File: config.mk
export PLATFORM = sky130hd
export DESIGN_NAME = conv_control
export DESIGN_NICKNAME = d
export VERILOG_FILES = /design/src/conv_control.sv
export SDC_FILE = /design/constraint.sdc
export NUM_CORES = 1
export LEC_CHECK = 0
export BUFFER_PORTS_ARGS = -buffer_cell sky130_fd_sc_hd__buf_2
export CORE_AREA = 2 2 39 41
export CTS_CLUSTER_DIAMETER = 40
export CTS_CLUSTER_SIZE = 25
export DETAILED_ROUTE_END_ITERATION = 16
export DIE_AREA = 0 0 41 43
export GPL_ROUTABILITY_DRIVEN = 1
export SLEW_MARGIN = 10
export SYNTH_ARGS = -nofsm -noshare
export SYNTH_HDL_FRONTEND = slang
export SYNTH_SLANG_ARGS = --single-unit
File: constraint.sdc
create_clock -name clk -period 1.3 [get_ports clk]
set_clock_uncertainty 0.05 [all_clocks]
set_input_delay 0.325 -clock clk [delete_from_list [all_inputs] [get_ports clk]]
set_output_delay 0.325 -clock clk [all_outputs]
set_load 0.01 [all_outputs]
File: src/conv_control.sv
// Window capture and output handshake FSM; only one window is in the MAC stage at a time
module conv_control (
    input  logic clk,
    input  logic reset,
    input  logic i_win_valid,
    input  logic i_win_last,
    output logic o_win_ready,
    output logic o_capture,
    output logic o_start,
    input  logic i_done,
    output logic o_valid,
    output logic o_last,
    input  logic i_ready
);

    // IDLE waits for a window
    // COMPUTE runs the channel sweep
    // HOLD presents the result until taken
    typedef enum logic [1:0] {
        IDLE,
        COMPUTE,
        HOLD
    } state_t;

    state_t state_q;
    // Last flag travels with the captured window
    logic   last_q;

    always_ff @(posedge clk) begin
        if (reset) begin
            state_q <= IDLE;
            last_q  <= 1'b0;
        end else begin
            case (state_q)
                IDLE: begin
                    if (i_win_valid) begin
                        state_q <= COMPUTE;
                        last_q  <= i_win_last;
                    end
                end
                COMPUTE: begin
                    if (i_done) begin
                        state_q <= HOLD;
                    end
                end
                HOLD: begin
                    // Output consumed on this edge
                    if (i_ready) begin
                        state_q <= IDLE;
                    end
                end
                default: begin
                    state_q <= IDLE;
                end
            endcase
        end
    end

    // Accept windows only when idle, so back-pressure reaches the line buffer
    assign o_win_ready = (state_q == IDLE);
    assign o_capture   = o_win_ready && i_win_valid;
    // Sweep starts on the capture edge
    assign o_start     = o_capture;
    assign o_valid     = (state_q == HOLD);
    assign o_last      = o_valid && last_q;

endmodule

### Word level (Yosys, flattened, before mapping)

Index checks and enable logic that the tools add are counted.

| word-level totals | value |
|---|---|
| flip-flop bits (word level) | 3 |
| input bits | 6 |

| cells by class | value |
|---|---|
| eq/ne operators | 5 |
| multiplexer cells | 4 |
| reduce and logical (&&, ||, !) cells | 5 |

Operators with widths:

| operator | count |
|---|---|
| $mux 2 | 3 |
| $pmux 2 s3 | 1 |
| $ne 2x2->1 const B | 2 |
| $reduce_and 3->1 | 1 |
| $eq 2x1->1 const B | 1 |
| $eq 2x2->1 const B | 1 |
| $logic_and 1x1->1 | 2 |
| $logic_not 2->1 | 1 |
| $ne 2x1->1 const B | 1 |
| $reduce_and 2->1 | 1 |

### Logic depth before layout (Yosys ltp)

| logic depth | value |
|---|---|
| depth in word-level cells | 3 |
| gate-level depth with buffers | 2 |
| mapped depth without buffers | 2 |

### Least setup slack after synthesis

No wires, ideal clock.

| timing path | value |
|---|---|
| path kind | register -> output |
| start | register state_q[0] |
| end | output port o_start |
| arrival time | 0.852 ns |
| required time | 0.925 ns |
| path slack | 0.073 ns |
| stages on the path, launching flop included | 3 |
| buffers on the path | 1 |
| path through | dfxtp_1 > nor3b_2 > buf_4 |

| between the ends | value |
|---|---|
| word-level cells in the longest chain between the ends | 2 |

RTL lines:

| element | RTL line | text |
|---|---|---|
| start, declared | 25 | `state_t state_q;` |
| start signal, assigned | 31 | `state_q <= IDLE;` |
| start signal, assigned | 37 | `state_q <= COMPUTE;` |
| start signal, assigned | 43 | `state_q <= HOLD;` |
| $logic_not 2->1 | 60 | `assign o_win_ready = (state_q == IDLE);` |
| $logic_and 1x1->1 | 61 | `assign o_capture = o_win_ready && i_win_valid;` |
| end, declared | 9 | `output logic o_start,` |

Every way passes these cells.

### Final worst setup path

| timing path | value |
|---|---|
| start | register state_q[1] |
| end | output port o_last |

| between the ends | value |
|---|---|
| word-level cells in the longest chain between the ends | 2 |

RTL lines:

| element | RTL line | text |
|---|---|---|
| $eq 2x2->1 | 64 | `assign o_valid = (state_q == HOLD);` |
| $logic_and 1x1->1 | 65 | `assign o_last = o_valid && last_q;` |
| end, declared | 12 | `output logic o_last,` |

Every way passes these cells.

==> metrics <==
# diodes=0; Clock transition at path regs=0.04 ns; Clk pwr share=0.499; global placement routability congestion=0.525; placed cell count=42; final slew viol count=0; Worst VDD drop=0.221 mV; fmax=751 MHz; Setup Viol. Count Final=3; crit path cell chain=nor2b_4 > and2_1 > buf_2; Design Area, Final=297 um^2; CTS sink cnt=3; commonest cells in the netlist=4 x nand2b_1, 3 x dfxtp_1; Core Util, Final=0.214; status=complete, but fails checks; crit path kind=reg2out; Yosys top cell by area=dfxtp_1; Place WS=0.0946 ns; area grow syn2layout=80.9%; Port Buffers=10; Final nets=40; Fin. Hold Viols=0; CORE AREA=1380 um^2; sequential power share=0.321; CP endpoint kind=output port; YS warnings=0; layout cells sized above 1=0.636; number of synthesized flops with an enable pin=0; Synth Cell Area=164 um^2; vias=176; CTS buffer count=3; Period minus WS final=1.33 ns; Iter 0 DRT Violations=1; wire per inst=8.06 um; asr flop ratio synth=0; total die area=1760 um^2; first-pass GRT wire length=600 um; Die W=41 um; cell internal pwr=0.248 mW; CTS tree=built; Initial DRT Pass Iterations=2; Final WS setup=-0.0319 ns; Post-Route WL=395 um; critical path fanouts, max=4; Hold Buf Count CTS=0; Synth top area share=0.366; Synth Area per Inst=9.64 um^2; Psw=0.0798 mW; dominant cell by count in the synthesized netlist=nand2b_1; initial antenna violation count=0; slowest CP cell=dfxtp_4; Startpoint Class=flop; Seq cells post-synth=3; Hold Path Class=in2reg; clock insertion delay at the later pin of the skew report=0.23 ns; switch share=0.244; Synth cell types=12; Final Hold Slack=0.234 ns; CP required=0.93 ns; largest net degree at the start of global routing=5; Std-Cell Rows=14; H-Tree Depth=1; fin cells=49; failing checks=negative setup slack; Starting Density=0.118; RSZ-0062 raised after global routing=true; routed vias/inst=3.59; cells after synthesis=17; Fin Setup TNS=-0.0694 ns; total grt overflow=0; number of global-route vias before repair=154; sequential share of the synthesized area=0.366; Worst Path Arrival=0.96 ns; Slew @ Worst Pin=0.155 ns; clk root buf=clkbuf_4; total power=0.328 mW; Comb pwr share=0.180; post-synth net total=23; reg-to-reg slack, setup=0.19 ns; max_slew headroom=0.896; CP delay by family, top=flip-flops; Post-synth top flop=dfxtp_1; Global Route Usage Sum=0.0631; slowest cell delay on critical path=0.36 ns; antenna-violating nets left=0; Die Span Y=43 um; period utilization=1.02; largest cells by area after synthesis=dfxtp_1 37%, nand2b_1 15%, nor3b_2 7.6%, mux2i_1 6.1%, a21oi_2 5.3%; Worst Path Buf+Inv=1; Area after DPL=226 um^2; worst-case clock buffer depth=2; DRC violation count after routing=0; I/O Pins=11; Max Cap Violations=0; Leakage=0.131 nW; pwr/cell area=1100 nW/um^2
==> state kept, by name, summed over array words and instances, names as in the netlist <==
signal	flops
last_q	1
state_q	2
==> layout make-up <==
type                       count  area, um^2
fill                         163        1090
multi-input combinational     13         110
timing repair buffer          13        72.6
sequential                     3        67.6
clock buffer                   4        26.3
tap                           16        20.0
==> cell usage in the layout, fill, tap and decap left out, types with 2 or more instances in the layout <==
cell type,instances
buf_2,10
nand2b_1,4
clkbuf_4,3
buf_4,3
dfxtp_4,2
==> power by group through the flow <==
| stage | clock network [mW] | registers (mW) | logic [mW] |
|---|---|---|---|
| detailed placement | 0 | 0.107 | 0.0448 |
| global placement | 0 | 0.107 | 0.0444 |
| floorplan | 0 | 0.106 | 0.0284 |
| global route | 0.185 | 0.106 | 0.0665 |
| finish | 0.163 | 0.105 | 0.0588 |
| CTS | 0.176 | 0.105 | 0.0597 |
==> cells by family (layout without fill, tap and decap cells) <==
| family | count (synthesis) | after routing | synth area share |
|---|---|---|---|
| and+or+nand+nor | 10 | 10 | 0.427 |
| muxes | 1 | 1 | 0.0611 |
| DFF | 3 | 3 | 0.366 |
| buffers and inverters | 1 | 17 | 0.0458 |
| AOI/OAI and AO/OA | 2 | 2 | 0.0993 |
==> per-layer routing <==
layer / vias to the layer above / part of all wire / global-route usage
met5: - / 0 / 0
met4: 0 / 0.051 / 0.140
met3: 2 / 0.089 / 0.0157
met2: 10 / 0.45 / 0.0594
met1: 76 / 0.41 / 0.0639
li1: 88 / - / -
==> worst register-to-register path: stages (launching register included) <==
cell and delay, ns:
dfxtp_4 0.36, buf_4 0.14, or3b_1 0.38, a21oi_2 0.11
==> final timing paths <==
path	startpoint	endpoint	depth (start not counted)
max	state_q[1]	o_last	3
min	reset	state_q[1]	2
max reg2reg	state_q[0]	state_q[1]	3
min reg2reg	last_q	last_q	2
==> timing repair <==
action,in CTS,in global routing
endpoints found under the setup margin,4,3
gates resized for setup,7,0
buffers inserted,3,0
cloned,0,0
hold endpoints to repair,0,0
pin swaps,2,0
Note: power is estimated with default switching activity, not from simulation.
