File: config.mk
export PLATFORM = sky130hd
export DESIGN_NAME = channel_counter
export DESIGN_NICKNAME = d
export VERILOG_FILES = /design/src/common/conv_pkg.sv /design/src/channel_counter.sv
export VERILOG_INCLUDE_DIRS = /design/src /design/src/common
export SDC_FILE = /design/constraint.sdc
export NUM_CORES = 1
export LEC_CHECK = 0
export BUFFER_PORTS_ARGS = -buffer_cell sky130_fd_sc_hd__buf_2
export CAP_MARGIN = 20
export CORE_AREA = 8 8 45 47
export DETAILED_ROUTE_END_ITERATION = 8
export DIE_AREA = 0 0 53 55
export MAX_ROUTING_LAYER = met4
export PLACE_DENSITY = 0.42
export SYNTH_ARGS = -nofsm -noshare
export SYNTH_HDL_FRONTEND = slang
export SYNTH_SLANG_ARGS = --single-unit
File: constraint.sdc
create_clock -name clk -period 1.26 [get_ports clk]
set_clock_uncertainty 0.1 [all_clocks]
set_input_delay 0.063 -clock clk [delete_from_list [all_inputs] [get_ports clk]]
set_output_delay 0.063 -clock clk [all_outputs]
set_load 0.1 [all_outputs]
File: src/common/conv_params.svh
// Build-time sizes for the conv stage; kernel side must stay 3 and pixel words stay Q15.16
`ifndef CONV_PARAMS_SVH
`define CONV_PARAMS_SVH

// Pixels per image row
// Power of two or not, the row RAMs size themselves from this
`define CONV_IMG_WIDTH 8

// Side of the square kernel
`define CONV_KERNEL 3

// Output channels computed per window
`define CONV_CHANNELS 2

// Width of pixels, weights and biases
`define CONV_PIX_BITS 32

// Fraction bits of the fixed-point format
`define CONV_FRAC_BITS 16

// Clamp negative outputs to zero when set
`define CONV_RELU 1

`endif

File: src/common/conv_pkg.sv
// Shared stream and data types; all sizes come from conv_params.svh at compile time
`include "conv_params.svh"

package conv_pkg;

    // Signed fixed-point pixel, also used for weights and biases
    typedef logic signed [`CONV_PIX_BITS-1:0] pixel_t;

    // One beat of the input pixel stream
    typedef struct packed {
        pixel_t data;
        // High on the final pixel of an image
        logic   last;
    } pix_beat_t;

    // Sliding window, indexed [row][col]
    // Row 0 is the oldest image row, col 0 the leftmost pixel
    typedef pixel_t [`CONV_KERNEL-1:0][`CONV_KERNEL-1:0] tap_window_t;

    // Kernel coefficients of one output channel, same layout as the window
    typedef pixel_t [`CONV_KERNEL-1:0][`CONV_KERNEL-1:0] channel_weights_t;

    // Coefficients of every output channel
    typedef channel_weights_t [`CONV_CHANNELS-1:0] kernel_weights_t;

    // One bias per output channel
    typedef pixel_t [`CONV_CHANNELS-1:0] channel_bias_t;

    // One output pixel per channel, all leave together
    typedef pixel_t [`CONV_CHANNELS-1:0] channel_result_t;

    // Channel index
    // One value past the last channel marks the end of a sweep
    typedef logic [$clog2(`CONV_CHANNELS + 1)-1:0] chan_idx_t;

endpackage

File: src/channel_counter.sv
// Channel sweep sequencer, two cycles per channel; a start while a sweep runs is ignored
`include "conv_params.svh"

module channel_counter (
    input  logic                 clk,
    input  logic                 reset,
    input  logic                 i_start,
    output conv_pkg::chan_idx_t  o_chan,
    output logic                 o_phase,
    output logic                 o_done
);
    import conv_pkg::*;

    // Index one past the last channel ends the sweep
    localparam chan_idx_t END_IDX = chan_idx_t'(`CONV_CHANNELS);

    chan_idx_t chan_q;
    logic      phase_q;
    logic      busy_q;

    always_ff @(posedge clk) begin
        if (reset) begin
            chan_q  <= '0;
            phase_q <= 1'b0;
            busy_q  <= 1'b0;
        end else if (!busy_q) begin
            chan_q  <= '0;
            phase_q <= 1'b0;
            busy_q  <= i_start;
        end else if (chan_q == END_IDX) begin
            // Back to idle after the done cycle
            chan_q <= '0;
            busy_q <= 1'b0;
        end else begin
            // Phase 0 loads the MAC, phase 1 stores its result
            phase_q <= ~phase_q;
            if (phase_q) begin
                chan_q <= chan_q + 1'b1;
            end
        end
    end

    assign o_chan  = chan_q;
    assign o_phase = phase_q;
    assign o_done  = busy_q && (chan_q == END_IDX);

endmodule

Word-level counts from Yosys, hierarchy flattened
Index checks and enable logic that the tools add are counted.

operators by class
  add/sub/neg operators = 1
  multiply operators = 0
  div/mod/pow operators = 0
  order comparisons = 0
  equality and inequality tests = 1
  shift operators = 0
  mux-type cells = 2
  bitwise logic cells = 2
  reductions and logical operators = 3

operator list
  cell                                                            count
  3-bit OR reduction                                              1
  2-bit by 1-bit adder with 2-bit output (second input constant)  1
  2-bit == test (second input constant)                           1
  1-bit two-way mux                                               2
  1-bit NOT                                                       2
  2-bit OR reduction                                              1
  1-bit logical AND                                               1

storage, ports and cells
  flip-flop bits (word level) = 4
  bits in latches = 0
  memory bits (writable) = 0
  ROM bits = 0
  input bits = 3
  output and inout port bits = 4
  logic and storage cells = 12
  memories = 0

Longest topological paths before layout
Gate-level depths: netlist of run 1.

  depth after elaboration = 3
  gate-level depth with buffers = 4
  mapped depth without buffers = 4

Worst setup path after synthesis of run 1
OpenSTA, ideal clock, no wires.

  path type = register to register
  start point = register chan_q[0] (netlist: o_chan[0])
  end point = register chan_q[1] (netlist: o_chan[1])
  library setup time = 79 ps
  data arrival time = 1901 ps
  data required time = 1081 ps
  path slack = -821 ps
  stages on the path, launching flop included = 5
  path buffers = 0
  period minus slack after synthesis = 2081 ps
  path through = dfxtp_1 -> inv_1 -> ha_1 -> or3b_1 -> a211oi_2

between the ends
  cells in the longest elaborated chain, start to end = 2
  elaborated cells between the ends (all ways) = 3
  classes of those cells = add/sub (1); eq/ne (1); reduce/logical (1)

RTL lines
  element                              RTL line               text
  from (decl)                          channel_counter.sv:17  chan_idx_t chan_q;
  from (signal assigned)               channel_counter.sv:38  chan_q <= chan_q + 1'b1;
  2-bit == test                        channel_counter.sv:30  end else if (chan_q == END_IDX) begin
  3-bit OR reduction (no source line)  n/a

Several ways; a longest one is shown, not always the timed one.
A chain may end at the register's enable or synchronous reset.

Final worst setup path of run 1
  start point = register chan_q[0] (netlist: o_chan[0])
  end point = output port o_done

between the ends
  cells in the longest elaborated chain, start to end = 2

RTL lines
  element            RTL line               text
  2-bit == test      channel_counter.sv:45  assign o_done = busy_q && (chan_q == END_IDX);
  1-bit logical AND  channel_counter.sv:45
  to (decl)          channel_counter.sv:10  output logic o_done

Every way passes these cells.

==> results of run 1 <==
cell families (layout without fill, tap and decap cells):
group,Yosys count,count (layout),share of synthesized area (%)
xor gates and xnor gates,2,2,9.79
adders and majority gates,1,1,6.99
and+or+nand+nor,7,7,26.6
buffers and inverters,1,16,2.10
AOI/OAI and AO/OA,2,2,9.79
DFF,4,4,44.8
final timing paths:
path	start	endpoint	depth (start not counted)
worst max-delay path	o_chan[0]	o_done	4
worst min-delay path	busy_q	o_phase	1
worst max register to register	o_chan[0]	o_chan[1]	4
worst min register to register	busy_q	o_phase	1
cell usage after synthesis (all sizes together):
cell | n | area share (%)
dfxtp | 4 | 45
nor2 | 2 | 4.2
a211oi | 1 | 7.0
a21oi | 1 | 2.8
and2 | 1 | 4.2
ha | 1 | 7.0
inv | 1 | 2.1
nand2b | 1 | 4.9
nor3b | 1 | 4.2
or2b | 1 | 4.2
or3b | 1 | 4.9
xnor2 | 1 | 4.9
xor2 | 1 | 4.9
routing by layer:
layer / up-vias / part of all wire, % / global-route usage [%]
met5: - / 0 / -
met4: 0 / 0 / 3.88
met3: 0 / 19 / 6.68
met2: 9 / 37 / 3.71
met1: 66 / 44 / 3.48
li1: 86 / - / -
area by class of cell:
type | count | area share, %
clock buffer | 4 | 6.86
inverter | 1 | 1.63
tap | 16 | 5.23
sequential | 4 | 22.5
multi-input combinational | 12 | 29.1
timing repair buffer | 11 | 34.6
timing repair:
action / CTS / global route
resized for setup: 0 / 1
gates cloned: 0 / 0
setup buffers: 0 / 1
pin swaps: 1 / 1
hold endpoints to repair: 2 / 0
hold buffers: 2 / 0
setup endpoints to repair: 1 / 2
power breakdown:
group          switching, mW  internal, mW
logic                 0.0359        0.0342
clock network         0.0526         0.119
registers            0.00814         0.132
metrics by stage:
stage                     utilization, %  instances  hold WS [ns]  TNS, ns  setup slack, ns
final                               27.7         48         0.402        0           0.0246
after global routing                27.7         48         0.433  -0.0598          -0.0373
after CTS                           26.9         47         0.409        0           0.0134
after detailed placement            23.6         41         0.160        0           0.0336
after global placement              23.6         41         0.154        0           0.0510
after floorplan                        -         17        0.0317   -0.481           -0.194
flip-flops by register name, indices dropped and copies added, names as in the netlist:
register	count
o_chan	2
busy_q	1
o_phase	1
==> metrics.txt, run 1 <==
# DRC 0; CTS Buf Count 3; count of different cell masters after synthesis 13; global-route wire length before repair 717 um; power per cell area 997 nW/um^2; Core Area 1380 um^2; Initial Util 12.9%; register area share after synthesis 44.8%; Crit path max-delay family flip-flops; Post-DP HPWL 334 um; most frequent cells in the layout buf_12, clkbuf_4, buf_4; Final Max Slew Viols 0; Ports 7; share of layout cells above drive strength 1 65.6%; overall power 0.382 mW; Die H 55 um; max incr delay on CP 0.34 ns; WP data required 1.10 ns; Design Area, Final 383 um^2; CTS tree built; drt first pass iters 2; Die W 53 um; largest fanout on the critical path 4; routed via count 161; routed len/inst 8.90 um; most common cell after layout, fill and taps aside buf_12; post-route clock period utilization 98.0%; maximum vdd drop 436 uV; Max-Cap Viols 0; H-tree depth 1; RD Place Congestion 0.528; P_leak 0.153 nW; initial antenna violation count 0; RSZ-0062 raised after global routing yes; Tmin final 1.24 ns; P&R area growth vs syn 114%; net count after synthesis 21; worst path buffer plus inverter count 2; Startpoint Class flop; die area 2920 um^2; CP cell instances inv_4 -> ha_4 -> and2_4 -> buf_12; Crit-path slowest cell dfxtp_4; Fill cells 140; vias in the first global route 168; Crit Path Class flop to output pin; drt total wl 427 um; r2r setup slk 0.03 ns; slew margin rel. 88.9%; Layout Nets 37; Worst Hold Class flop to flop; CP endpoint kind output pin; FP Rows 14; yosys warns 0; clk root buf clkbuf_4; total congestion overflow 0; Final Hold Viols 0; Worst-Skew Late Latency 0.23 ns; Routed Antenna Nets 0; Max Root-Sink Buffers 2; area post-placement 327 um^2; Multi-input gate area 111 um^2; drt initial violations 2; Ant. Diodes 0; clock-pin slew on the worst setup and hold paths 0.04 ns; final setup vio count 0; GRT Total Usage 4.27%; cells after synthesis 17; FMAX 809 MHz; largest net degree at the start of global routing 6; DR vias/cell 3.35; status completed; Reg area 86.3 um^2; Crit path arrival time 1.07 ns; clk sink count 4; slew of the pin with the lowest slew margin 0.167 ns; number of synthesized register bits 4; syn_area_per_cell 10.5 um^2; Mapped Area 179 um^2; IO Port Bufs 6
(Power assumes the default switching activity.)
==> inputs of run 2 (changes only) <==
Settings changed: SETUP_SLACK_MARGIN from default to 0.2.
==> run 2 against run 1 <==
Sequential power about the same; maximum frequency about the same; clock power hardly changed; critical path type is now flop to flop; setup slack is essentially flat; cell area increased by 2.6%; final cell count stayed put; via count rose by 5.6%; clock-buffer cell count unchanged.
==> metrics.txt, run 2 (synthesis gave the netlist of run 1 again) <==
status completed; clk root buf clkbuf_4; max reg flops 2 (unchanged); share of layout cells above drive strength 1 65.6% (unchanged); maximum vdd drop 670 uV (+54%); FP Rows 14 (unchanged); die area 2920 um^2 (unchanged); Die H 55 um (unchanged); Tmin final 1.24 ns (+0.000416 ns); global-route wire length before repair 731 um (+2.0%); P_leak 0.155 nW (+1.1%); WP data required 1.31 ns (+0.21 ns); most common cell after layout, fill and taps aside buf_12; drt first pass iters 3 (+1); DP Worst Slack 0.0287 ns (-0.00490 ns); total congestion overflow 0 (unchanged); Fill cells 141 (+0.71%); post-route clock period utilization 98.1% (about the same); Layout Nets 37 (unchanged); initial antenna violation count 0 (unchanged); vias in the first global route 170 (+1.2%); power per cell area 971 nW/um^2 (-2.6%); overall power 0.381 mW (about the same); area post-placement 322 um^2 (-1.5%); Die W 53 um (unchanged); Final Max Slew Viols 0 (unchanged); wl on met1 161 um (-14%); Design Area, Final 393 um^2 (+2.6%); final setup vio count 0 (unchanged); Hold Path Stages 3 (+2); largest fanout on the critical path 4 (unchanged); Worst-Skew Late Latency 0.23 ns (about the same); largest net degree at the start of global routing 6 (unchanged); Ant. Diodes 0 (unchanged); FMAX 809 MHz (about the same); CTS Buf Count 3 (unchanged); routed via count 170 (+5.6%); DR vias/cell 3.54 (+5.6%); Routed Antenna Nets 0 (unchanged); slew margin rel. 88.6% (-0.22 points); Crit path arrival time 1.29 ns (+0.22 ns); most frequent cells in the layout buf_12, clkbuf_4; RSZ-0062 raised after global routing yes; clock-pin slew on the worst setup and hold paths 0.04 ns (about the same); Worst Hold Class input port to flop; H-tree depth 1 (unchanged); drt total wl 453 um (+6.1%); Startpoint Class flop; highest metal used met3; Max-Cap Viols 0 (unchanged); CTS tree built; RD Place Congestion 0.540 (+2.2%); GRT Total Usage 4.11% (-0.17 points); Final Hold Viols 0 (unchanged); drt initial violations 2 (unchanged); CP endpoint kind flop; r2r worst-path depth 4 (unchanged); setup TNS 0 ns (unchanged); Initial Util 12.9% (unchanged); Core Area 1380 um^2 (unchanged); post-layout worst setup margin 0.0242 ns (-0.000416 ns); clk sink count 4 (unchanged); # DRC 0 (unchanged); IO Port Bufs 6 (unchanged); routed len/inst 9.44 um (+6.1%); DR WL met3 107 um (+34%); P&R area growth vs syn 120%; slew of the pin with the lowest slew margin 0.170 ns (+0.00291 ns); Max Root-Sink Buffers 2 (unchanged); Crit Path Class flop to flop; metal2 WL 184 um (+16%); Ports 7 (unchanged)
## run 2: path summary, 6_finish.rpt
path                   from        end  slack, ns
setup reg to reg  o_chan[0]  o_chan[1]       0.02
setup / recovery  o_chan[0]  o_chan[1]       0.02
hold / removal        reset  o_chan[1]       0.02
hold reg to reg      busy_q    o_phase       0.41
## run 2: worst max-delay path, cell delays in order (launching register included)
cell,delay [ns]
dfxtp_4,0.35
inv_4,0.03
ha_4,0.15
or3b_4,0.38
a211oi_2,0.14
## run 2: power by group
part	switching [mW]	total, mW	internal (mW)	leakage (nW)
Clock	0.0530	0.172	0.119	0.0150
Sequential	0.00814	0.138	0.130	0.0347
Combinational	0.0363	0.0712	0.0349	0.106
## run 2: area by class of cell
cell class	instances	area, um^2	share of cell area (%)
timing repair buffer	11	140	35.7
multi-input combinational	12	111	28.3
sequential	4	88.8	22.6
clock buffer	4	26.3	6.69
tap	16	20.0	5.10
inverter	1	6.26	1.59
## run 2: timing repair
item | CTS | global route
hold endpoints to repair | 2 | 0
buffers inserted | 1 | 1
pin swaps | 0 | 1
setup endpoints to repair | 4 | 6
hold buffers | 2 | 0
resized for setup | 0 | 3
## run 2: per-stage QoR
step,hold WS [ns],instances,utilization (%)
floorplan,0.0317,17,-
global placement,0.154,40,23.2
detailed placement,0.165,40,23.2
CTS,0.00625,47,27.1
global route,0.0219,48,28.4
finish,0.0174,48,28.4
## run 2: per-layer routing
layer / track usage (%) / vias to the layer above
met5: - / -
met4: 1.29 / 0
met3: 6.42 / 0
met2: 4.30 / 9
met1: 3.64 / 74
li1: - / 87
