$ cat src/common/conv_params.svh
// Build-time sizes for the conv stage; kernel side must stay 3 and pixel words stay Q15.16
`ifndef CONV_PARAMS_SVH
`define CONV_PARAMS_SVH

// Pixels per image row
// Power of two or not, the row RAMs size themselves from this
`define CONV_IMG_WIDTH 8

// Side of the square kernel
`define CONV_KERNEL 3

// Output channels computed per window
`define CONV_CHANNELS 2

// Width of pixels, weights and biases
`define CONV_PIX_BITS 32

// Fraction bits of the fixed-point format
`define CONV_FRAC_BITS 16

// Clamp negative outputs to zero when set
`define CONV_RELU 1

`endif

$ cat src/common/conv_pkg.sv
// Shared stream and data types; all sizes come from conv_params.svh at compile time
`include "conv_params.svh"

package conv_pkg;

    // Signed fixed-point pixel, also used for weights and biases
    typedef logic signed [`CONV_PIX_BITS-1:0] pixel_t;

    // One beat of the input pixel stream
    typedef struct packed {
        pixel_t data;
        // High on the final pixel of an image
        logic   last;
    } pix_beat_t;

    // Sliding window, indexed [row][col]
    // Row 0 is the oldest image row, col 0 the leftmost pixel
    typedef pixel_t [`CONV_KERNEL-1:0][`CONV_KERNEL-1:0] tap_window_t;

    // Kernel coefficients of one output channel, same layout as the window
    typedef pixel_t [`CONV_KERNEL-1:0][`CONV_KERNEL-1:0] channel_weights_t;

    // Coefficients of every output channel
    typedef channel_weights_t [`CONV_CHANNELS-1:0] kernel_weights_t;

    // One bias per output channel
    typedef pixel_t [`CONV_CHANNELS-1:0] channel_bias_t;

    // One output pixel per channel, all leave together
    typedef pixel_t [`CONV_CHANNELS-1:0] channel_result_t;

    // Channel index
    // One value past the last channel marks the end of a sweep
    typedef logic [$clog2(`CONV_CHANNELS + 1)-1:0] chan_idx_t;

endpackage

$ cat src/line_buffer/line_ram.sv
// One image row of storage; read data appears one cycle after the address, no read-during-write bypass
module line_ram #(
    parameter int DEPTH     = 8,
    parameter int DATA_BITS = 32
) (
    input  logic                         clk,
    input  logic                         i_wr_en,
    input  logic [$clog2(DEPTH)-1:0]     i_wr_addr,
    input  logic [DATA_BITS-1:0]         i_wr_data,
    input  logic [$clog2(DEPTH)-1:0]     i_rd_addr,
    output logic [DATA_BITS-1:0]         o_rd_data
);

    // Storage array, no reset
    logic [DATA_BITS-1:0] mem [DEPTH];

    always_ff @(posedge clk) begin
        // Registered read port
        o_rd_data <= mem[i_rd_addr];
        // Write port, independent address
        if (i_wr_en) begin
            mem[i_wr_addr] <= i_wr_data;
        end
    end

endmodule

$ cat src/line_buffer/line_buffer.sv
// Row-major pixel stream to 3x3 windows, valid mode only; input must end each image with a last pixel
`include "conv_params.svh"

module line_buffer (
    input  logic                   clk,
    input  logic                   reset,
    input  conv_pkg::pix_beat_t    i_pix,
    input  logic                   i_valid,
    output logic                   o_ready,
    output conv_pkg::tap_window_t  o_window,
    output logic                   o_valid,
    input  logic                   i_win_ready,
    output logic                   o_last
);
    import conv_pkg::*;

    localparam int WIDTH     = `CONV_IMG_WIDTH;
    localparam int KSIZE     = `CONV_KERNEL;
    // Newest window row comes straight from the input
    localparam int BUF_ROWS  = KSIZE - 1;
    localparam int ADDR_BITS = $clog2(WIDTH);
    localparam int SEL_BITS  = (BUF_ROWS > 1) ? $clog2(BUF_ROWS) : 1;

    // Row RAM currently being overwritten, it holds the oldest row
    logic [SEL_BITS-1:0]   row_sel_q;
    logic [ADDR_BITS-1:0]  wr_addr_q;
    // Column whose data sits on the RAM read ports
    logic [ADDR_BITS-1:0]  rd_col_q;
    logic [ADDR_BITS-1:0]  rd_addr;
    logic                  in_done_q;
    logic                  out_done_q;
    // Set once two full rows are buffered
    logic                  filled_q;
    logic                  win_valid_q;
    logic                  win_last_q;
    tap_window_t           taps_q;
    pixel_t [BUF_ROWS-1:0] ram_data;
    pixel_t [KSIZE-1:0]    new_col;
    logic                  wr_en;
    logic                  free;
    logic                  step;
    logic                  out_active;
    logic                  row_switch;
    logic                  last_taken;

    for (genvar i = 0; i < BUF_ROWS; i++) begin : g_row_ram
        // Only the selected row RAM takes the incoming pixel
        line_ram #(
            .DEPTH     (WIDTH),
            .DATA_BITS (`CONV_PIX_BITS)
        ) line_ram_i (
            .clk       (clk),
            .i_wr_en   (wr_en && (row_sel_q == SEL_BITS'(i))),
            .i_wr_addr (wr_addr_q),
            .i_wr_data (i_pix.data),
            .i_rd_addr (rd_addr),
            .o_rd_data (ram_data[i])
        );
    end

    // Window register can take a new column
    assign free       = !win_valid_q || i_win_ready;
    assign out_active = filled_q && !out_done_q;
    // Input and window sides advance together
    // Final window of an image blocks everything until taken
    assign step       = free && (i_valid || in_done_q) && !win_last_q;
    assign row_switch = in_done_q && (out_done_q || !filled_q);
    assign last_taken = win_valid_q && win_last_q && i_win_ready;
    assign wr_en      = step && !in_done_q;
    // Low during the row switch cycle and while the last window waits
    assign o_ready    = !in_done_q && free && !win_last_q;

    // Next column is fetched one cycle ahead, stalls re-read the same column
    assign rd_addr = row_switch ? '0 :
                     (step && out_active) ? rd_col_q + 1'b1 : rd_col_q;

    // Rotate RAM outputs so window row 0 is always the oldest row
    always_comb begin
        int src;
        for (int r = 0; r < BUF_ROWS; r++) begin
            src = r + int'(row_sel_q);
            if (src >= BUF_ROWS) begin
                src = src - BUF_ROWS;
            end
            new_col[r] = ram_data[src];
        end
        new_col[KSIZE-1] = i_pix.data;
    end

    always_ff @(posedge clk) begin
        // Consuming the last window restarts for the next image
        if (reset || last_taken) begin
            row_sel_q   <= '0;
            wr_addr_q   <= '0;
            rd_col_q    <= '0;
            in_done_q   <= 1'b0;
            out_done_q  <= 1'b0;
            filled_q    <= 1'b0;
            win_valid_q <= 1'b0;
            win_last_q  <= 1'b0;
        end else begin
            rd_col_q <= rd_addr;
            if (row_switch) begin
                in_done_q  <= 1'b0;
                out_done_q <= 1'b0;
                wr_addr_q  <= '0;
                if (row_sel_q == SEL_BITS'(BUF_ROWS - 1)) begin
                    row_sel_q <= '0;
                    filled_q  <= 1'b1;
                end else begin
                    row_sel_q <= row_sel_q + 1'b1;
                end
            end else if (step && !in_done_q) begin
                wr_addr_q <= wr_addr_q + 1'b1;
                in_done_q <= (wr_addr_q == ADDR_BITS'(WIDTH - 1));
            end
            if (step && out_active) begin
                out_done_q  <= (rd_col_q == ADDR_BITS'(WIDTH - 1));
                // First two columns of a row only prime the window
                win_valid_q <= (rd_col_q >= ADDR_BITS'(KSIZE - 1));
                win_last_q  <= i_pix.last;
            end else if (i_win_ready) begin
                win_valid_q <= 1'b0;
            end
        end
    end

    // Horizontal shift of the window, newest column enters on the right
    always_ff @(posedge clk) begin
        if (step && out_active) begin
            for (int r = 0; r < KSIZE; r++) begin
                for (int c = 0; c < KSIZE - 1; c++) begin
                    taps_q[r][c] <= taps_q[r][c+1];
                end
                taps_q[r][KSIZE-1] <= new_col[r];
            end
        end
    end

    assign o_window = taps_q;
    assign o_valid  = win_valid_q;
    assign o_last   = win_last_q;

endmodule

$ cat config.mk
export PLATFORM = sky130hd
export DESIGN_NAME = line_buffer
export DESIGN_NICKNAME = d
export VERILOG_FILES = /design/src/common/conv_pkg.sv /design/src/line_buffer/line_ram.sv /design/src/line_buffer/line_buffer.sv
export VERILOG_INCLUDE_DIRS = /design/src /design/src/common
export SDC_FILE = /design/constraint.sdc
export NUM_CORES = 1
export LEC_CHECK = 0
export BUFFER_PORTS_ARGS = -buffer_cell sky130_fd_sc_hd__clkbuf_2
export CORE_MARGIN = 2
export CORE_UTILIZATION = 58
export CTS_CLUSTER_SIZE = 12
export DETAILED_ROUTE_END_ITERATION = 10
export PLACE_DENSITY = 0.82
export SKIP_LAST_GASP = 1
export SLEW_MARGIN = 20
export SYNTH_ARGS = -nofsm -noshare
export SYNTH_HDL_FRONTEND = slang
export SYNTH_SLANG_ARGS = --single-unit
$ cat constraint.sdc
create_clock -name clk -period 6.6 [get_ports clk]
set_input_delay 0.33 -clock clk [delete_from_list [all_inputs] [get_ports clk]]
set_output_delay 0.33 -clock clk [all_outputs]
set_load 0.05 [all_outputs]
# --- Word level (Yosys, flattened, before mapping) ---
# Memories as Yosys holds them, arrays and structs flattened. A register that Yosys moved wholly into a read port is not among the register bits.
# Index checks and enable logic that the tools add are counted.
word_totals:
  output_inout_bits: 291
  ram_bits: 512
  elab_cells: 77
  memories: 2
  input_bits: 37
  ff_bits: 300
classes:
  addsub: 6
  n_mux: 19
  n_reduce_logical: 25
  order_cmp: 5
  bitwise: 1
  eq_ne: 2
memory_table:
  columns: ["memory", "words", "width", "read_ports", "rd_clocked_by_memory_dff", "write_ports", "line", "source"]
  rows:
  - ["g_row_ram[0].line_ram_i.mem", 8, 32, 1, 1, 1, "line_ram.sv:15", "logic [DATA_BITS-1:0] mem [DEPTH];"]
  - ["g_row_ram[1].line_ram_i.mem", 8, 32, 1, 1, 1, "line_ram.sv:15", null]
ops:
  columns: ["cell", "count"]
  rows:
  - ["32-bit two-way mux", 8]
  - ["32-bit by 3-bit < comparator with 1-bit output, second input constant", 2]
  - ["1-bit logical AND", 12]
  - ["1-bit two-way mux", 9]
  - ["3-bit by 1-bit adder with 3-bit output, second input constant", 2]
  - ["3-bit == test, second input constant", 2]
  - ["3-bit two-way mux", 2]
  - ["1-bit zero test", 5]
  - ["1-bit logical OR", 4]
  - ["2-bit nonzero test", 2]
  - ["3-bit by 2-bit >= comparator with 1-bit output, second input constant", 1]
  - ["1-bit by 2-bit subtractor with 3-bit output, second input constant", 1]
  - ["2-bit by 2-bit subtractor with 3-bit output, second input constant", 1]
  - ["1-bit by 1-bit adder with 2-bit output, first input constant", 1]
  - ["1-bit by 2-bit >= comparator with 1-bit output, second input constant", 1]
  - ["2-bit >= comparator, second input constant", 1]
  - ["2-bit AND reduction", 1]
  - ["2-bit OR reduction", 1]
  - ["1-bit adder, second input constant", 1]
  - ["1-bit NOT", 1]

# --- Logic depth before layout (Yosys ltp) ---
logic_depth:
  ltp_word: 8
  ltp_mapped: 10

# --- By module ---
# Synthesis repeated with hierarchy kept, for this count alone.
unflattened:
  hier_cells: 1264
  area_unflattened_um2: 30974.7
by_module_without_submodules:
  columns: ["mod", "area_each_um2", "seq_area_each_um2", "instances", "cells_each"]
  rows:
  - ["line_ram", 10466.3, 8328.0, 2, 415]
  - ["line_buffer", 10042.1, 8888.5, 1, 434]

# --- Worst setup path after synthesis ---
# Ideal clock, no wire load.
synth_timing:
  path_type: "reg2reg"
  start: "reg win_last_q (netlist: o_last)"
  end: "reg g_row_ram[0].line_ram_i.o_rd_data[10] (read register of g_row_ram[0].line_ram_i.mem)"
  path_slack_ps: 927
  n_path_buf: 3
  setup_time_ps: 64
  arrival_time_ps: 5610
  stages_incl_launch_ff: 10
  path_cell_list: "dfxtp_1 buf_2 or4_4 inv_2 a221oi_4 buf_4 buf_4 mux2i_1 a22o_1 nor2_1"
synth_via:
  elab_chain_len: 5
synth_lines:
  columns: ["item", "line", "source"]
  rows:
  - ["from (decl)", "line_buffer.sv:35", "logic win_last_q;"]
  - ["from (signal assigned)", "line_buffer.sv:121", "win_last_q <= i_pix.last;"]
  - ["1-bit zero test", "line_buffer.sv:66", "assign step = free && (i_valid || in_done_q) && !win_last_q;"]
  - ["1-bit logical AND", "line_buffer.sv:66", null]
  - ["1-bit logical AND", "line_buffer.sv:75", "(step && out_active) ? rd_col_q + 1'b1 : rd_col_q;"]
  - ["3-bit two-way mux", "line_buffer.sv:75", null]
  - ["3-bit two-way mux", "line_buffer.sv:74", "assign rd_addr = row_switch ? '0 :"]
  - ["to (decl)", "line_ram.sv:11", "output logic [DATA_BITS-1:0] o_rd_data"]
# Every way passes these cells.
# A chain may end at the register's enable or synchronous reset.

# --- Worst setup path in the final report ---
layout_timing:
  start: "reg in_done_q"
  end: "reg g_row_ram[1].line_ram_i.o_rd_data[22] (read register of g_row_ram[1].line_ram_i.mem)"
layout_via:
  elab_chain_len: 6
layout_lines:
  columns: ["item", "line", "source"]
  rows:
  - ["from (decl)", "line_buffer.sv:30", "logic in_done_q;"]
  - ["from (signal assigned)", "line_buffer.sv:115", "in_done_q <= (wr_addr_q == ADDR_BITS'(WIDTH - 1));"]
  - ["1-bit logical OR", "line_buffer.sv:66", null]
  - ["1-bit logical AND (2 in a row)", "line_buffer.sv:66", null]
  - ["1-bit logical AND", "line_buffer.sv:75", null]
  - ["3-bit two-way mux", "line_buffer.sv:75", null]
  - ["3-bit two-way mux (*)", "line_buffer.sv:74", null]
  - ["to (decl)", "line_ram.sv:11", null]
# Mark *: on every way between the ends. The rest lies on a longest branch, timed or not.

==> results.yml <==
cts:
  cts_root_buf: "clkbuf_16"
  postCtsSetupBuffers: 0
  cts.sinks: 876
  post_cts_resized: 0
  cts-buffers-inserted: 87
  htreeDepth: 3
  clkLatencyLatePin_ns: 0.63
  cts_tree: "built"
  path_clk_slew_ns: 0.06
  cts_buffer_depth: 3
run:
  maxCapViolCount: 0
cells_and_area:
  drive_gt1_share_pct: 27.6
  multi_input_area_mm2: 0.00532
  area_growth_pct: 16.2
  fillerInstances: 3251
  fin_nets: 1958
  finish.utilization_pct: 68.4
  final-instance-count-excl-fill: 2672
  antenna_cells: 0
  seqCellArea_mm2: 0.0255
worst_hold_path:
  hold_path_class: "in2reg"
pwr:
  power_mw: 10.8
  power.density_mw_per_mm2: 298
  p_leak_nw: 14.2
  ir_drop_uv: 209
sta:
  relSlewSlack_pct: 24.5
  final-hold-violation-count: 0
  finalSetupTns_ns: 0
  rsz0062_at_grt: "false"
  max_freq_mhz: 303
  skew_ns: 0.0299
  tightestPinTransition_ns: 1.13
  drv_slew: 0
  period_needed_ns: 3.30
  setup_viol_count_final: 0
  fin_crit_sh_pct: 50.1
synth:
  syn_inst: 1539
  ys_seq_area_share_pct: 82.0
  async_flop_share_pct: 0
  ys.flop_type: "edfxtp_1"
  syn-num-nets: 1581
  synth.avg_cell_area_um2: 20.2
  synth_edf_count: 800
  yosysWarnings: 0
  synth_seq_cells: 876
  syn_area_mm2: 0.0311
  synth_cell_type_count: 39
worst_setup_path:
  critPathMaxFanout: 150
  critical_path.endpoint_type: "register"
  worstPathRequired_ns: 7.13
  critPathLaunchType: "register"
  arrival_ns: 3.84
  crit_type: "reg2reg"
global_route:
  antenna_found_initial: 0
  grt_pass1_wl_mm: 90.9
  gr-total-overflow: 0
  grt_pass1_vias: 15800
  grt_usage_pct: 21.5
  grt_start_max_net_pins: 151
floorplanning:
  fp-row-count: 84
  fp.dieH_um: 236
  fp.dieArea_mm2: 0.0556
  start_util_pct: 58.9
  dieWidth_um: 236
  coreArea_mm2: 0.0529
  ios: 328
route:
  vias: 15400
  final_antenna_net_count: 0
  dr.pass1.iters: 5
  wl_per_cell_um: 22.6
  drc: 0
  drt-initial-drc-count: 1315
  drt_wl_total_mm: 60.4
  vias_per_cell: 5.75
place:
  port_buffers: 327
  gp_congestion: 0.790
  dp.cells: 2514
  hpwl_mm: 32.7
outcome:
  status: "complete, no violations"
[path summary, 6_finish.rpt]
kind / startpoint / end / slack [ns] / depth (start not counted)
worst max-delay path: in_done_q$_SDFFE_PP0N_ / g_row_ram[1].line_ram_i.o_rd_data[22]$_DFF_P_ / 3.30 / 8
worst min-delay path: i_win_ready / o_valid$_SDFFE_PP0P_ / 0.12 / 3
worst max register to register: in_done_q$_SDFFE_PP0N_ / g_row_ram[1].line_ram_i.o_rd_data[22]$_DFF_P_ / 3.30 / 8
worst min register to register: o_window[159]$_DFFE_PP_ / o_window[127]$_DFFE_PP_ / 0.44 / 0
[report_power, final]
part	switching, mW	leakage, nW	internal, mW
Sequential	0.0244	7.85	6.09
Combinational	0.111	5.12	0.0521
Clock	1.92	1.24	2.57
Total	2.06	14.2	8.71
[cell families (layout without fill, tap and decap cells)]
group / count (synthesis) / count (layout) / share of synthesized area [%]
XOR/XNOR: 2 / 2 / 0.0563
flip-flops: 876 / 876 / 82.0
AND/OR/NAND/NOR: 125 / 125 / 1.77
multiplexers: 321 / 321 / 10.6
buffers and inverters: 68 / 513 / 1.34
AO/OA/AOI/OAI: 142 / 142 / 4.03
adder cells (fa/ha/maj): 5 / 5 / 0.201
[critical path, cell delays in order (launching register included)]
cell	delay, ns
dfxtp_1	0.50
nor2_1	0.09
or4_4	0.49
inv_8	0.65
a221oi_4	0.24
buf_12	0.37
mux2i_1	0.26
a22o_1	0.22
nor2_1	0.19
[per-layer routing]
layer	global-route usage (%)	routed length (um)	share of wire, %	up-vias
li1	-	-	-	6859
met1	27.6	24000	40	7876
met2	37.2	31300	52	558
met3	3.60	3710	6.1	80
met4	7.89	1350	2.2	0
met5	0	0	0	-
[repair_timing]
action / in CTS / in global routing
endpoints found under the setup margin: 0 / 0
hold endpoints to repair: 1 / 0
hold buffers: 1 / 0
[Yosys cell counts (all sizes together), types with 2 or more instances]
cell,number,share of area [%]
dfxtp,76,4.9
a22o,127,3.6
nor2b,3,0.084
buf,45,1.1
mux2i,257,8.3
nand3,2,0.032
mux2,64,2.3
nor2,93,1.1
nand3b,5,0.12
nor3,5,0.080
clkbuf,21,0.25
nand2b,5,0.10
ha,5,0.20
a21oi,6,0.096
inv,2,0.024
nand2,7,0.084
edfxtp,800,77
[layout by cell type (no fill, tap or decap), types with 2 or more instances in the layout]
cell,n
edfxtp_1,800
clkbuf_2,327
mux2i_1,257
a22o_1,127
clkbuf_16,89
nor2_1,77
dfxtp_1,75
mux2_2,64
clkbuf_1,49
buf_4,24
nor2_4,16
nand2_1,7
a21oi_1,6
clkinv_1,6
clkbuf_8,6
nand2b_1,5
nand3b_1,5
ha_1,5
nor3_2,3
clkinv_2,3
nand3_1,2
nor2b_1,2
clkinv_8,2
[through the flow]
step | hold slack [ns] | worst slack (ns) | instance area (um2)
2_1_floorplan | 0.429 | 0.927 | 31100
3_3_place_gp | 0.427 | 3.33 | 33600
3_5_place_dp | 0.435 | 3.25 | 33600
4_1_cts | 0.0790 | 3.25 | 36200
5_1_grt | 0.128 | 3.11 | 36200
6_report | 0.116 | 3.30 | 36200
[area by class of cell]
cell class | instances | area share, %
Tap cell | 688 | 2.38
Sequential cell | 876 | 70.6
Clock inverter | 13 | 0.242
Clock buffer | 144 | 6.89
Timing Repair Buffer | 354 | 5.14
Multi-Input combinational cell | 595 | 14.7
Inverter | 2 | 0.0415
[sequential cells by signal, summed over array words and instances, names as in the netlist]
| signal | cells |
|---|---|
| g_row_ram.line_ram_i.mem | 512 |
| o_window | 288 |
| g_row_ram.line_ram_i.o_rd_data | 64 |
| rd_col_q | 3 |
| wr_addr_q | 3 |
| filled_q | 1 |
| in_done_q | 1 |
| o_last | 1 |
| o_valid | 1 |
| out_done_q | 1 |
| row_sel_q | 1 |
(Power assumes the default switching activity.)
